<file path="src/verilog/manycore_defs.svh">
//####################################################################
// manycore remote front end geometry
// coordinate widths, mesh size, vcache layout and queue sizing
// shared by both packages and the translator
//####################################################################

`ifndef MANYCORE_DEFS_SVH
`define MANYCORE_DEFS_SVH

// network coordinates
`define X_CORD_WIDTH 4
`define Y_CORD_WIDTH 4
`define EPA_WIDTH 16          // endpoint word address

// mesh of tiles, both powers of two
`define NUM_TILES_X 4
`define NUM_TILES_Y 4

// vcache banks sit on the rows above and below the tiles
`define VCACHE_BLOCK_WORDS 8
`define VCACHE_SIZE_WORDS 1024  // per bank, dram mode off

`define DMEM_START 1024       // word addr of dmem[0] at a tile

`define REQ_FIFO_DEPTH 4      // per requester port
`define NUM_REQ_PORTS 2

`endif

</file>
<file path="src/verilog/manycore_addr_pkg.sv">
//####################################################################
// manycore address types
// eva class overlays, network physical address and tile-group config
//####################################################################

`include "manycore_defs.svh"
`default_nettype none

package manycore_addr_pkg;

  typedef logic [31:0] eva_t;  // byte address from a requester

  // global class, tag 01
  typedef struct packed {
    logic [1:0]                 remote;
    logic [3:0]                 rsvd;
    logic [`Y_CORD_WIDTH-1:0]   y_cord;
    logic [`X_CORD_WIDTH-1:0]   x_cord;
    logic [`EPA_WIDTH-1:0]      addr;      // word offset at the endpoint
    logic [1:0]                 low_bits;  // byte in word
  } global_addr_s;

  // tile-group class, tag 001, coords relative to the origin
  typedef struct packed {
    logic [2:0]                 remote;
    logic [2:0]                 rsvd;
    logic [`Y_CORD_WIDTH-1:0]   y_cord;
    logic [`X_CORD_WIDTH-1:0]   x_cord;
    logic [`EPA_WIDTH-1:0]      addr;
    logic [1:0]                 low_bits;
  } tile_group_addr_s;

  // tile-group shared class, tag 00001, one flat striped word offset
  typedef struct packed {
    logic [4:0]  remote;
    logic [24:0] addr;
    logic [1:0]  low_bits;
  } shared_addr_s;

  typedef struct packed {
    logic [`X_CORD_WIDTH-1:0] x_cord;
    logic [`Y_CORD_WIDTH-1:0] y_cord;
    logic [`EPA_WIDTH-1:0]    epa;
  } npa_s;

  typedef struct packed {
    logic [`X_CORD_WIDTH-1:0] tgo_x;           // tile-group origin
    logic [`Y_CORD_WIDTH-1:0] tgo_y;
    logic [`X_CORD_WIDTH-1:0] tg_dim_x_width;  // log2 of group dim x
    logic [`Y_CORD_WIDTH-1:0] tg_dim_y_width;
    logic                     dram_enable;     // stripe dram over vcaches
  } tg_cfg_s;

endpackage

`default_nettype wire

</file>
<file path="src/verilog/manycore_pkt_pkg.sv">
//####################################################################
// manycore network packet types
// opcode, requester port id and the outgoing remote packet
//####################################################################

`include "manycore_defs.svh"
`default_nettype none

package manycore_pkt_pkg;

  typedef enum logic {
    REMOTE_LOAD  = 1'b0,
    REMOTE_STORE = 1'b1
  } remote_op_e;

  // requester index, also the packet source
  typedef logic [$clog2(`NUM_REQ_PORTS)-1:0] port_id_t;

  typedef struct packed {
    port_id_t                 src;   // issuing port
    remote_op_e               op;
    manycore_addr_pkg::npa_s  dest;  // translated destination
    logic [31:0]              data;  // store data, don't care on loads
  } remote_pkt_s;

endpackage

`default_nettype wire

</file>
<file path="src/verilog/eva_to_npa.sv">
//####################################################################
// eva to npa translator
// maps a 32 bit eva onto x/y coords plus endpoint word address for
// the dram, global, tile-group and tile-group shared classes
//####################################################################

`timescale 1ns/10ps
`include "manycore_defs.svh"
`default_nettype none

module eva_to_npa
  import manycore_addr_pkg::*;
(
  input  eva_t    eva_i,
  input  tg_cfg_s tg_cfg_i,
  output npa_s    npa_o,
  output logic    is_invalid_addr_o
);

  localparam int LG_BLOCK = $clog2(`VCACHE_BLOCK_WORDS);
  localparam int LG_BANKS = $clog2(2 * `NUM_TILES_X);  // banks above and below
  localparam int LG_TX    = $clog2(`NUM_TILES_X);
  localparam int LG_VC    = $clog2(`VCACHE_SIZE_WORDS);
  localparam int BLOCK_W  = 30 - LG_BLOCK;
  localparam int SH_W     = $bits(shared_addr_s) - 7;  // shared word offset

  global_addr_s     global_addr;
  tile_group_addr_s tg_addr;
  shared_addr_s     shared_addr;

  logic [29:0]               word_idx;
  logic [BLOCK_W-1:0]        block;
  logic [LG_BANKS-1:0]       bank;
  logic [BLOCK_W-LG_BANKS-1:0] bank_index;

  logic [SH_W-1:0] sh_x_bits, sh_y_bits, sh_rest;
  logic [5:0]      sh_amt;

  logic is_dram, is_global, is_tg, is_shared;

  assign global_addr = eva_i;  // same bits, per-class view
  assign tg_addr     = eva_i;
  assign shared_addr = eva_i;

  assign is_dram   = eva_i[31];
  assign is_global = global_addr.remote == 2'b01;
  assign is_tg     = tg_addr.remote == 3'b001;
  assign is_shared = shared_addr.remote == 5'b00001;

  assign is_invalid_addr_o = ~(is_dram | is_global | is_tg | is_shared);

  // dram striping, modulo on the block number
  assign word_idx   = eva_i[31:2];
  assign block      = word_idx[LG_BLOCK +: BLOCK_W];
  assign bank       = block[LG_BANKS-1:0];        // {bot_not_top, x}
  assign bank_index = block[BLOCK_W-1:LG_BANKS];  // block within bank

  // shared: low bits pick x, next bits pick y, rest is dmem offset
  assign sh_x_bits = shared_addr.addr & ~({SH_W{1'b1}} << tg_cfg_i.tg_dim_x_width);
  assign sh_y_bits = (shared_addr.addr >> tg_cfg_i.tg_dim_x_width)
                   & ~({SH_W{1'b1}} << tg_cfg_i.tg_dim_y_width);
  assign sh_amt    = 6'(tg_cfg_i.tg_dim_x_width) + 6'(tg_cfg_i.tg_dim_y_width);
  assign sh_rest   = shared_addr.addr >> sh_amt;

  always_comb begin
    npa_o = '0;  // invalid class, ignored by the port
    if (is_dram) begin
      if (tg_cfg_i.dram_enable) begin
        npa_o.x_cord = `X_CORD_WIDTH'(bank[LG_TX-1:0]);
        npa_o.y_cord = bank[LG_BANKS-1] ? `Y_CORD_WIDTH'(`NUM_TILES_Y + 1) : '0;
        npa_o.epa    = `EPA_WIDTH'({bank_index, word_idx[LG_BLOCK-1:0]});
      end else if (eva_i[30]) begin
        // host memory behind (0,1)
        npa_o.x_cord = '0;
        npa_o.y_cord = `Y_CORD_WIDTH'(1);
        npa_o.epa    = {1'b1, word_idx[`EPA_WIDTH-2:0]};
      end else begin
        // vcache as plain block memory
        npa_o.x_cord = `X_CORD_WIDTH'(word_idx[LG_VC +: LG_TX]);
        npa_o.y_cord = word_idx[LG_VC+LG_TX] ? `Y_CORD_WIDTH'(`NUM_TILES_Y + 1) : '0;
        npa_o.epa    = `EPA_WIDTH'(word_idx[LG_VC-1:0]);
      end
    end else if (is_global) begin
      npa_o.x_cord = global_addr.x_cord;  // coords straight from eva
      npa_o.y_cord = global_addr.y_cord;
      npa_o.epa    = global_addr.addr;
    end else if (is_tg) begin
      npa_o.x_cord = tg_addr.x_cord + tg_cfg_i.tgo_x;  // wraps at coord width
      npa_o.y_cord = tg_addr.y_cord + tg_cfg_i.tgo_y;
      npa_o.epa    = tg_addr.addr;
    end else if (is_shared) begin
      npa_o.x_cord = `X_CORD_WIDTH'(sh_x_bits) + tg_cfg_i.tgo_x;
      npa_o.y_cord = `Y_CORD_WIDTH'(sh_y_bits) + tg_cfg_i.tgo_y;
      npa_o.epa    = `EPA_WIDTH'(sh_rest + SH_W'(`DMEM_START));
    end
  end

endmodule

`default_nettype wire

</file>
<file path="src/verilog/remote_req_fifo.sv">
//####################################################################
// remote request fifo
// small circular queue of remote packets with full and empty flags
//####################################################################

`timescale 1ns/10ps
`include "manycore_defs.svh"
`default_nettype none

module remote_req_fifo
  import manycore_pkt_pkg::*;
(
  input  logic        clk_i,
  input  logic        arst_n_i,
  input  logic        push_i,
  input  remote_pkt_s push_pkt_i,
  input  logic        pop_i,
  output remote_pkt_s head_pkt_o,
  output logic        empty_o,
  output logic        full_o
);

  localparam int DEPTH = `REQ_FIFO_DEPTH;
  localparam int PTR_W = $clog2(DEPTH);
  localparam int CNT_W = $clog2(DEPTH + 1);

  remote_pkt_s      mem_q [DEPTH];
  logic [PTR_W-1:0] wr_ptr_q, rd_ptr_q;
  logic [CNT_W-1:0] count_q;
  logic             do_push, do_pop;

  function automatic logic [PTR_W-1:0] next_ptr(input logic [PTR_W-1:0] ptr);
    return (ptr == PTR_W'(DEPTH - 1)) ? '0 : ptr + 1'b1;  // wrap
  endfunction

  assign empty_o    = count_q == '0;
  assign full_o     = count_q == CNT_W'(DEPTH);
  assign head_pkt_o = mem_q[rd_ptr_q];  // head visible the cycle after push

  assign do_push = push_i & ~full_o;
  assign do_pop  = pop_i & ~empty_o;

  always_ff @(posedge clk_i or negedge arst_n_i) begin
    if (!arst_n_i) begin
      wr_ptr_q <= '0;
      rd_ptr_q <= '0;
      count_q  <= '0;
    end else begin
      if (do_push) wr_ptr_q <= next_ptr(wr_ptr_q);
      if (do_pop)  rd_ptr_q <= next_ptr(rd_ptr_q);
      case ({do_push, do_pop})
        2'b10:   count_q <= count_q + 1'b1;
        2'b01:   count_q <= count_q - 1'b1;
        default: count_q <= count_q;  // none, or push and pop together
      endcase
    end
  end

  always_ff @(posedge clk_i) begin
    if (do_push) mem_q[wr_ptr_q] <= push_pkt_i;
  end

  // requester must respect ready, arbiter only pops a valid head
  a_no_overflow: assert property (@(posedge clk_i) disable iff (!arst_n_i)
    push_i |-> !full_o) else $error("remote_req_fifo: push while full");
  a_no_underflow: assert property (@(posedge clk_i) disable iff (!arst_n_i)
    pop_i |-> !empty_o) else $error("remote_req_fifo: pop while empty");

endmodule

`default_nettype wire

</file>
<file path="src/verilog/remote_req_port.sv">
//####################################################################
// remote request port
// translates one requester's eva, queues valid packets and turns
// unmapped addresses into a one cycle fault pulse
//####################################################################

`timescale 1ns/10ps
`default_nettype none

module remote_req_port
  import manycore_addr_pkg::*;
  import manycore_pkt_pkg::*;
(
  input  logic        clk_i,
  input  logic        arst_n_i,
  input  port_id_t    port_id_i,   // tied per instance
  input  tg_cfg_s     tg_cfg_i,
  input  logic        req_v_i,     // one cycle strobe
  input  remote_op_e  req_op_i,
  input  eva_t        req_eva_i,
  input  logic [31:0] req_data_i,
  output logic        req_ready_o,
  output logic        fault_o,
  output eva_t        fault_eva_o,
  output logic        head_v_o,
  output remote_pkt_s head_pkt_o,
  input  logic        pop_i        // grant from arbiter
);

  npa_s        npa;
  logic        is_invalid;
  remote_pkt_s req_pkt;
  logic        full, empty;

  eva_to_npa eva_to_npa_inst (
    .eva_i             (req_eva_i),
    .tg_cfg_i          (tg_cfg_i),
    .npa_o             (npa),
    .is_invalid_addr_o (is_invalid)
  );

  assign req_pkt = '{src: port_id_i, op: req_op_i, dest: npa, data: req_data_i};

  remote_req_fifo remote_req_fifo_inst (
    .clk_i      (clk_i),
    .arst_n_i   (arst_n_i),
    .push_i     (req_v_i & ~is_invalid),  // faults never queued
    .push_pkt_i (req_pkt),
    .pop_i      (pop_i),
    .head_pkt_o (head_pkt_o),
    .empty_o    (empty),
    .full_o     (full)
  );

  assign req_ready_o = ~full;
  assign head_v_o    = ~empty;

  // fault flag, reported the cycle after the strobe
  always_ff @(posedge clk_i or negedge arst_n_i) begin
    if (!arst_n_i) fault_o <= 1'b0;
    else           fault_o <= req_v_i & is_invalid;
  end

  always_ff @(posedge clk_i) begin
    if (req_v_i && is_invalid) fault_eva_o <= req_eva_i;  // offending eva
  end

  // an accepted request shows up at the queue head next cycle
  a_push_to_head: assert property (@(posedge clk_i) disable iff (!arst_n_i)
    req_v_i && !is_invalid && !full |=> head_v_o)
    else $error("remote_req_port: accepted request not at queue head");

endmodule

`default_nettype wire

</file>
<file path="config.mk">
export PLATFORM = sky130hd
export DESIGN_NAME = remote_req_port
export DESIGN_NICKNAME = d
export VERILOG_FILES = /design/src/verilog/manycore_addr_pkg.sv /design/src/verilog/manycore_pkt_pkg.sv /design/src/verilog/eva_to_npa.sv /design/src/verilog/remote_req_fifo.sv /design/src/verilog/remote_req_port.sv
export VERILOG_INCLUDE_DIRS = /design/src /design/src/verilog
export SDC_FILE = /design/constraint.sdc
export NUM_CORES = 1
export LEC_CHECK = 0
export BUFFER_PORTS_ARGS = -buffer_cell sky130_fd_sc_hd__clkbuf_2
export CAP_MARGIN = 10
export CELL_PAD_IN_SITES_DETAIL_PLACEMENT = 0
export CELL_PAD_IN_SITES_GLOBAL_PLACEMENT = 2
export CORE_MARGIN = 8
export CORE_UTILIZATION = 35
export CTS_CLUSTER_SIZE = 12
export DETAILED_ROUTE_END_ITERATION = 10
export PLACE_DENSITY_LB_ADDON = 0.15
export SYNTH_ARGS = -nofsm -noshare
export SYNTH_HDL_FRONTEND = slang
export SYNTH_HIERARCHICAL = 1
export SYNTH_SLANG_ARGS = --single-unit
</file>
<file path="constraint.sdc">
create_clock -name clk_i -period 3.55 [get_ports clk_i]
set_input_delay 0.5325 -clock clk_i [delete_from_list [all_inputs] [get_ports clk_i]]
set_output_delay 0.5325 -clock clk_i [all_outputs]
set_load 0.005 [all_outputs]
</file>
==> impl_metrics.toml <==
[status]
outcome = "complete, no violations"

[power_and_ir_drop]
combPwrFrac_pct = 31.0
ir_drop_mv = 0.373
power_frac_clock_pct = 28.4
p_sw_share_pct = 29.6
power_density_mw_per_mm2 = 677
p_switching_w = 0.00318
pwr-share-seq_pct = 40.6
internal_power_w = 0.00757
power_leakage_nw = 5.90

[sta]
min_period_ps = 3110
max_freq_mhz = 322
fin_crit_sh_pct = 87.5
fin_skew_ps = 51.9
setup_viol = 0
slew-limit-headroom_pct = 59.6
rsz0062_at_grt = "false"
setup_ws_ps = 443
setup_tns_ps = 0
drv_slew = 0
hold_viol = 0
worstMarginPinSlew_ps = 591

[logic_synthesis]
netlist_area_sq_mm = 0.0129
ys.flop_type = "edfxtp_1"
ys_types = 74
yosysWarnings = 6
yosysTopAreaCell = "edfxtp_1"
ys_async_sr_fraction_pct = 2.94
yosys-top-cells-area = "edfxtp_1, mux4_2, ha_1"
synth_top_area_share_pct = 61.3
yosysSeqAreaShare_pct = 62.8
synth_enable_flop_cells = 264
synthesis.instances = 779
synth_nets = 895
avgSynthCellArea_sq_um = 16.6
synth-seq-cells = 272

[setup_path]
crit_required_ps = 3910
worst-path-max-fanout = 7
worstSetupEndpointType = "register"
start_kind = "input pin"
critPathArrivalTime_ps = 3460
worst-setup-path-type = "input pin to register"
rr_worst_depth = 9

[place]
dpl_cell_area_sq_mm = 0.0149
io_buffers = 179
place_ws_ps = -102
place_hpwl_um = 26600
placed_cells = 1462
gp_congestion = 0.835

[routing]
avgRoutedWirePerCell_um = 24.1
drtPass1Iterations = 6
drcViolationCount = 0
ant_nets = 0
wl_um = 36600
routed_via_density = 5.23
vias = 7937
drtIter0Drc = 468

[cts]
cts_tree = "yes"
cts-root-buf = "clkbuf_16"
h-tree-depth = 1
clock_latency_ps = 590
clkTransAtPathRegs_ps = 60
clkSinkCount = 272
cts_buffer_depth = 3
cts_made_buffers = 30
cts_resized = 0

[floorplan]
start_util_pct = 35.4
core_sq_mm = 0.0365
dieArea_sq_mm = 0.0434
die_x_um = 208
die_h_um = 208
rows = 70
boundaryPins = 180

[layout]
final_core_util_pct = 43.5
fin_area_sq_mm = 0.0159
fin_cells = 1519
drive_gt1_share_pct = 40.7
n_antenna_cell = 0
areaGrowthSynthToFinish_pct = 22.8
final_nets = 1143

[grt]
grt_pass1_wl_um = 55200
antenna_found_initial = 1
gr-usage-all-layers_pct = 16.7
grt_pass1_vias = 8413
grt_max_degree = 51
overflow = 0

[hold_path]
hold_depth = 1
hp-class = "input pin to register"

[job]
drv_cap = 0
## state kept, by name, summed over array words and instances, names as in the netlist
signal                         flops
fault_o                            1
remote_req_fifo_inst/rd_ptr_q      2
remote_req_fifo_inst/count_q       3
remote_req_fifo_inst/wr_ptr_q      2
fault_eva_o                       32
remote_req_fifo_inst/mem_q       232
## logic make-up (layout without fill, tap and decap cells)
kind of cell | count (synthesis) | after routing | synth area share [%]
and+or+nand+nor | 118 | 118 | 4.31
AOI/OAI and AO/OA | 138 | 138 | 7.30
adders and majority gates | 29 | 29 | 3.15
buffers and inverters | 72 | 344 | 2.65
xor gates and xnor gates | 19 | 19 | 1.40
muxes | 131 | 131 | 18.4
DFF | 272 | 272 | 62.8
## critical path, cell delays in order
cell and delay, ps:
clkbuf_2 90, ha_1 180, inv_1 60, fa_1 550, buf_4 190, mux4_1 590, mux2_2 300, a21boi_0 140
o21ai_2 240, a211oi_2 60, xor2_1 170, o22ai_1 350
## power groups by stage
stage          combinational, W  sequential, W  clock [W]
2_1_floorplan           0.00207        0.00430          0
3_3_place_gp            0.00345        0.00444          0
3_5_place_dp            0.00344        0.00445          0
4_1_cts                 0.00345        0.00439    0.00316
5_1_grt                 0.00364        0.00443    0.00326
6_report                0.00333        0.00437    0.00306
## final cells by class
class	instances	area (sq um)
well taps	468	586
clock inverters	13	165
multi-input cells	435	4470
fillers	3323	20600
flip-flops and latches	272	8130
inverters	22	82.6
clock buffers	43	820
repair buffers	266	1640
## through the flow
| step | hold WS [ps] | total power [W] |
|---|---|---|
| 2_1_floorplan | 237 | 0.00637 |
| 3_3_place_gp | 411 | 0.00789 |
| 3_5_place_dp | 409 | 0.00789 |
| 4_1_cts | 66.9 | 0.0110 |
| 5_1_grt | 81.1 | 0.0113 |
| 6_report | 112 | 0.0108 |
## placed cells by master (no fill, tap or decap), types with 6 or more instances in the layout
master and n:
a211oi_1 9, a21o_1 6, a21oi_1 30, a22oi_1 10, buf_12 7, buf_4 79
clkbuf_1 11, clkbuf_16 30, clkbuf_2 179, dfrtp_1 6, edfxtp_1 264, fa_1 6
ha_1 23, inv_1 21, mux2_2 23, mux2i_1 24, mux4_2 78, nand2_1 37
nand3_1 6, nor2_1 37, nor3_1 10, o21ai_0 28, o22ai_1 6, xnor2_1 6
xor2_1 11
## cell usage after synthesis, types with 4 or more instances
cell	instances
nor3_1	10
o21ai_0	28
xnor2_1	6
mux2i_1	24
a21o_1	6
inv_1	21
a22o_1	4
a22oi_1	10
nand3_1	6
mux4_2	78
nand2_1	37
a211oi_1	9
ha_1	23
buf_2	18
clkbuf_1	23
xor2_1	11
and3_2	4
o211ai_1	5
nor2_1	37
mux2_2	23
edfxtp_1	264
dfrtp_1	8
buf_4	5
o22ai_1	6
fa_1	6
a21oi_1	30
nand2b_1	5
## metal layers
layer  GRT usage [%]  part of all wire, %
met1            22.7                   46
met2            27.4                   47
met3            2.84                  4.6
met4            4.11                  2.1
met5               0                0.035
## path summary, 6_finish.rpt
kind | from | slack [ps] | to
setup / recovery | tg_cfg_i[1] | 440 | remote_req_fifo_inst/mem_q[1][47]
hold / removal | req_eva_i[1] | 110 | fault_eva_o[1]
setup reg to reg | remote_req_fifo_inst/count_q[0] | 1330 | remote_req_fifo_inst/count_q[2]
hold reg to reg | remote_req_fifo_inst/count_q[2] | 490 | remote_req_fifo_inst/count_q[2]
max in group asynchronous | arst_n_i | 2960 | remote_req_fifo_inst/rd_ptr_q[0]
min in group asynchronous | arst_n_i | 380 | remote_req_fifo_inst/rd_ptr_q[0]
## timing repair
| action | CTS | global route |
|---|---|---|
| hold endpoints to repair | 8 | 0 |
| endpoints found under the setup margin | 0 | 0 |
| hold buffers | 1 | 0 |
| setup buffers | 0 | 0 |
Note: power is estimated with default switching activity, not from simulation.
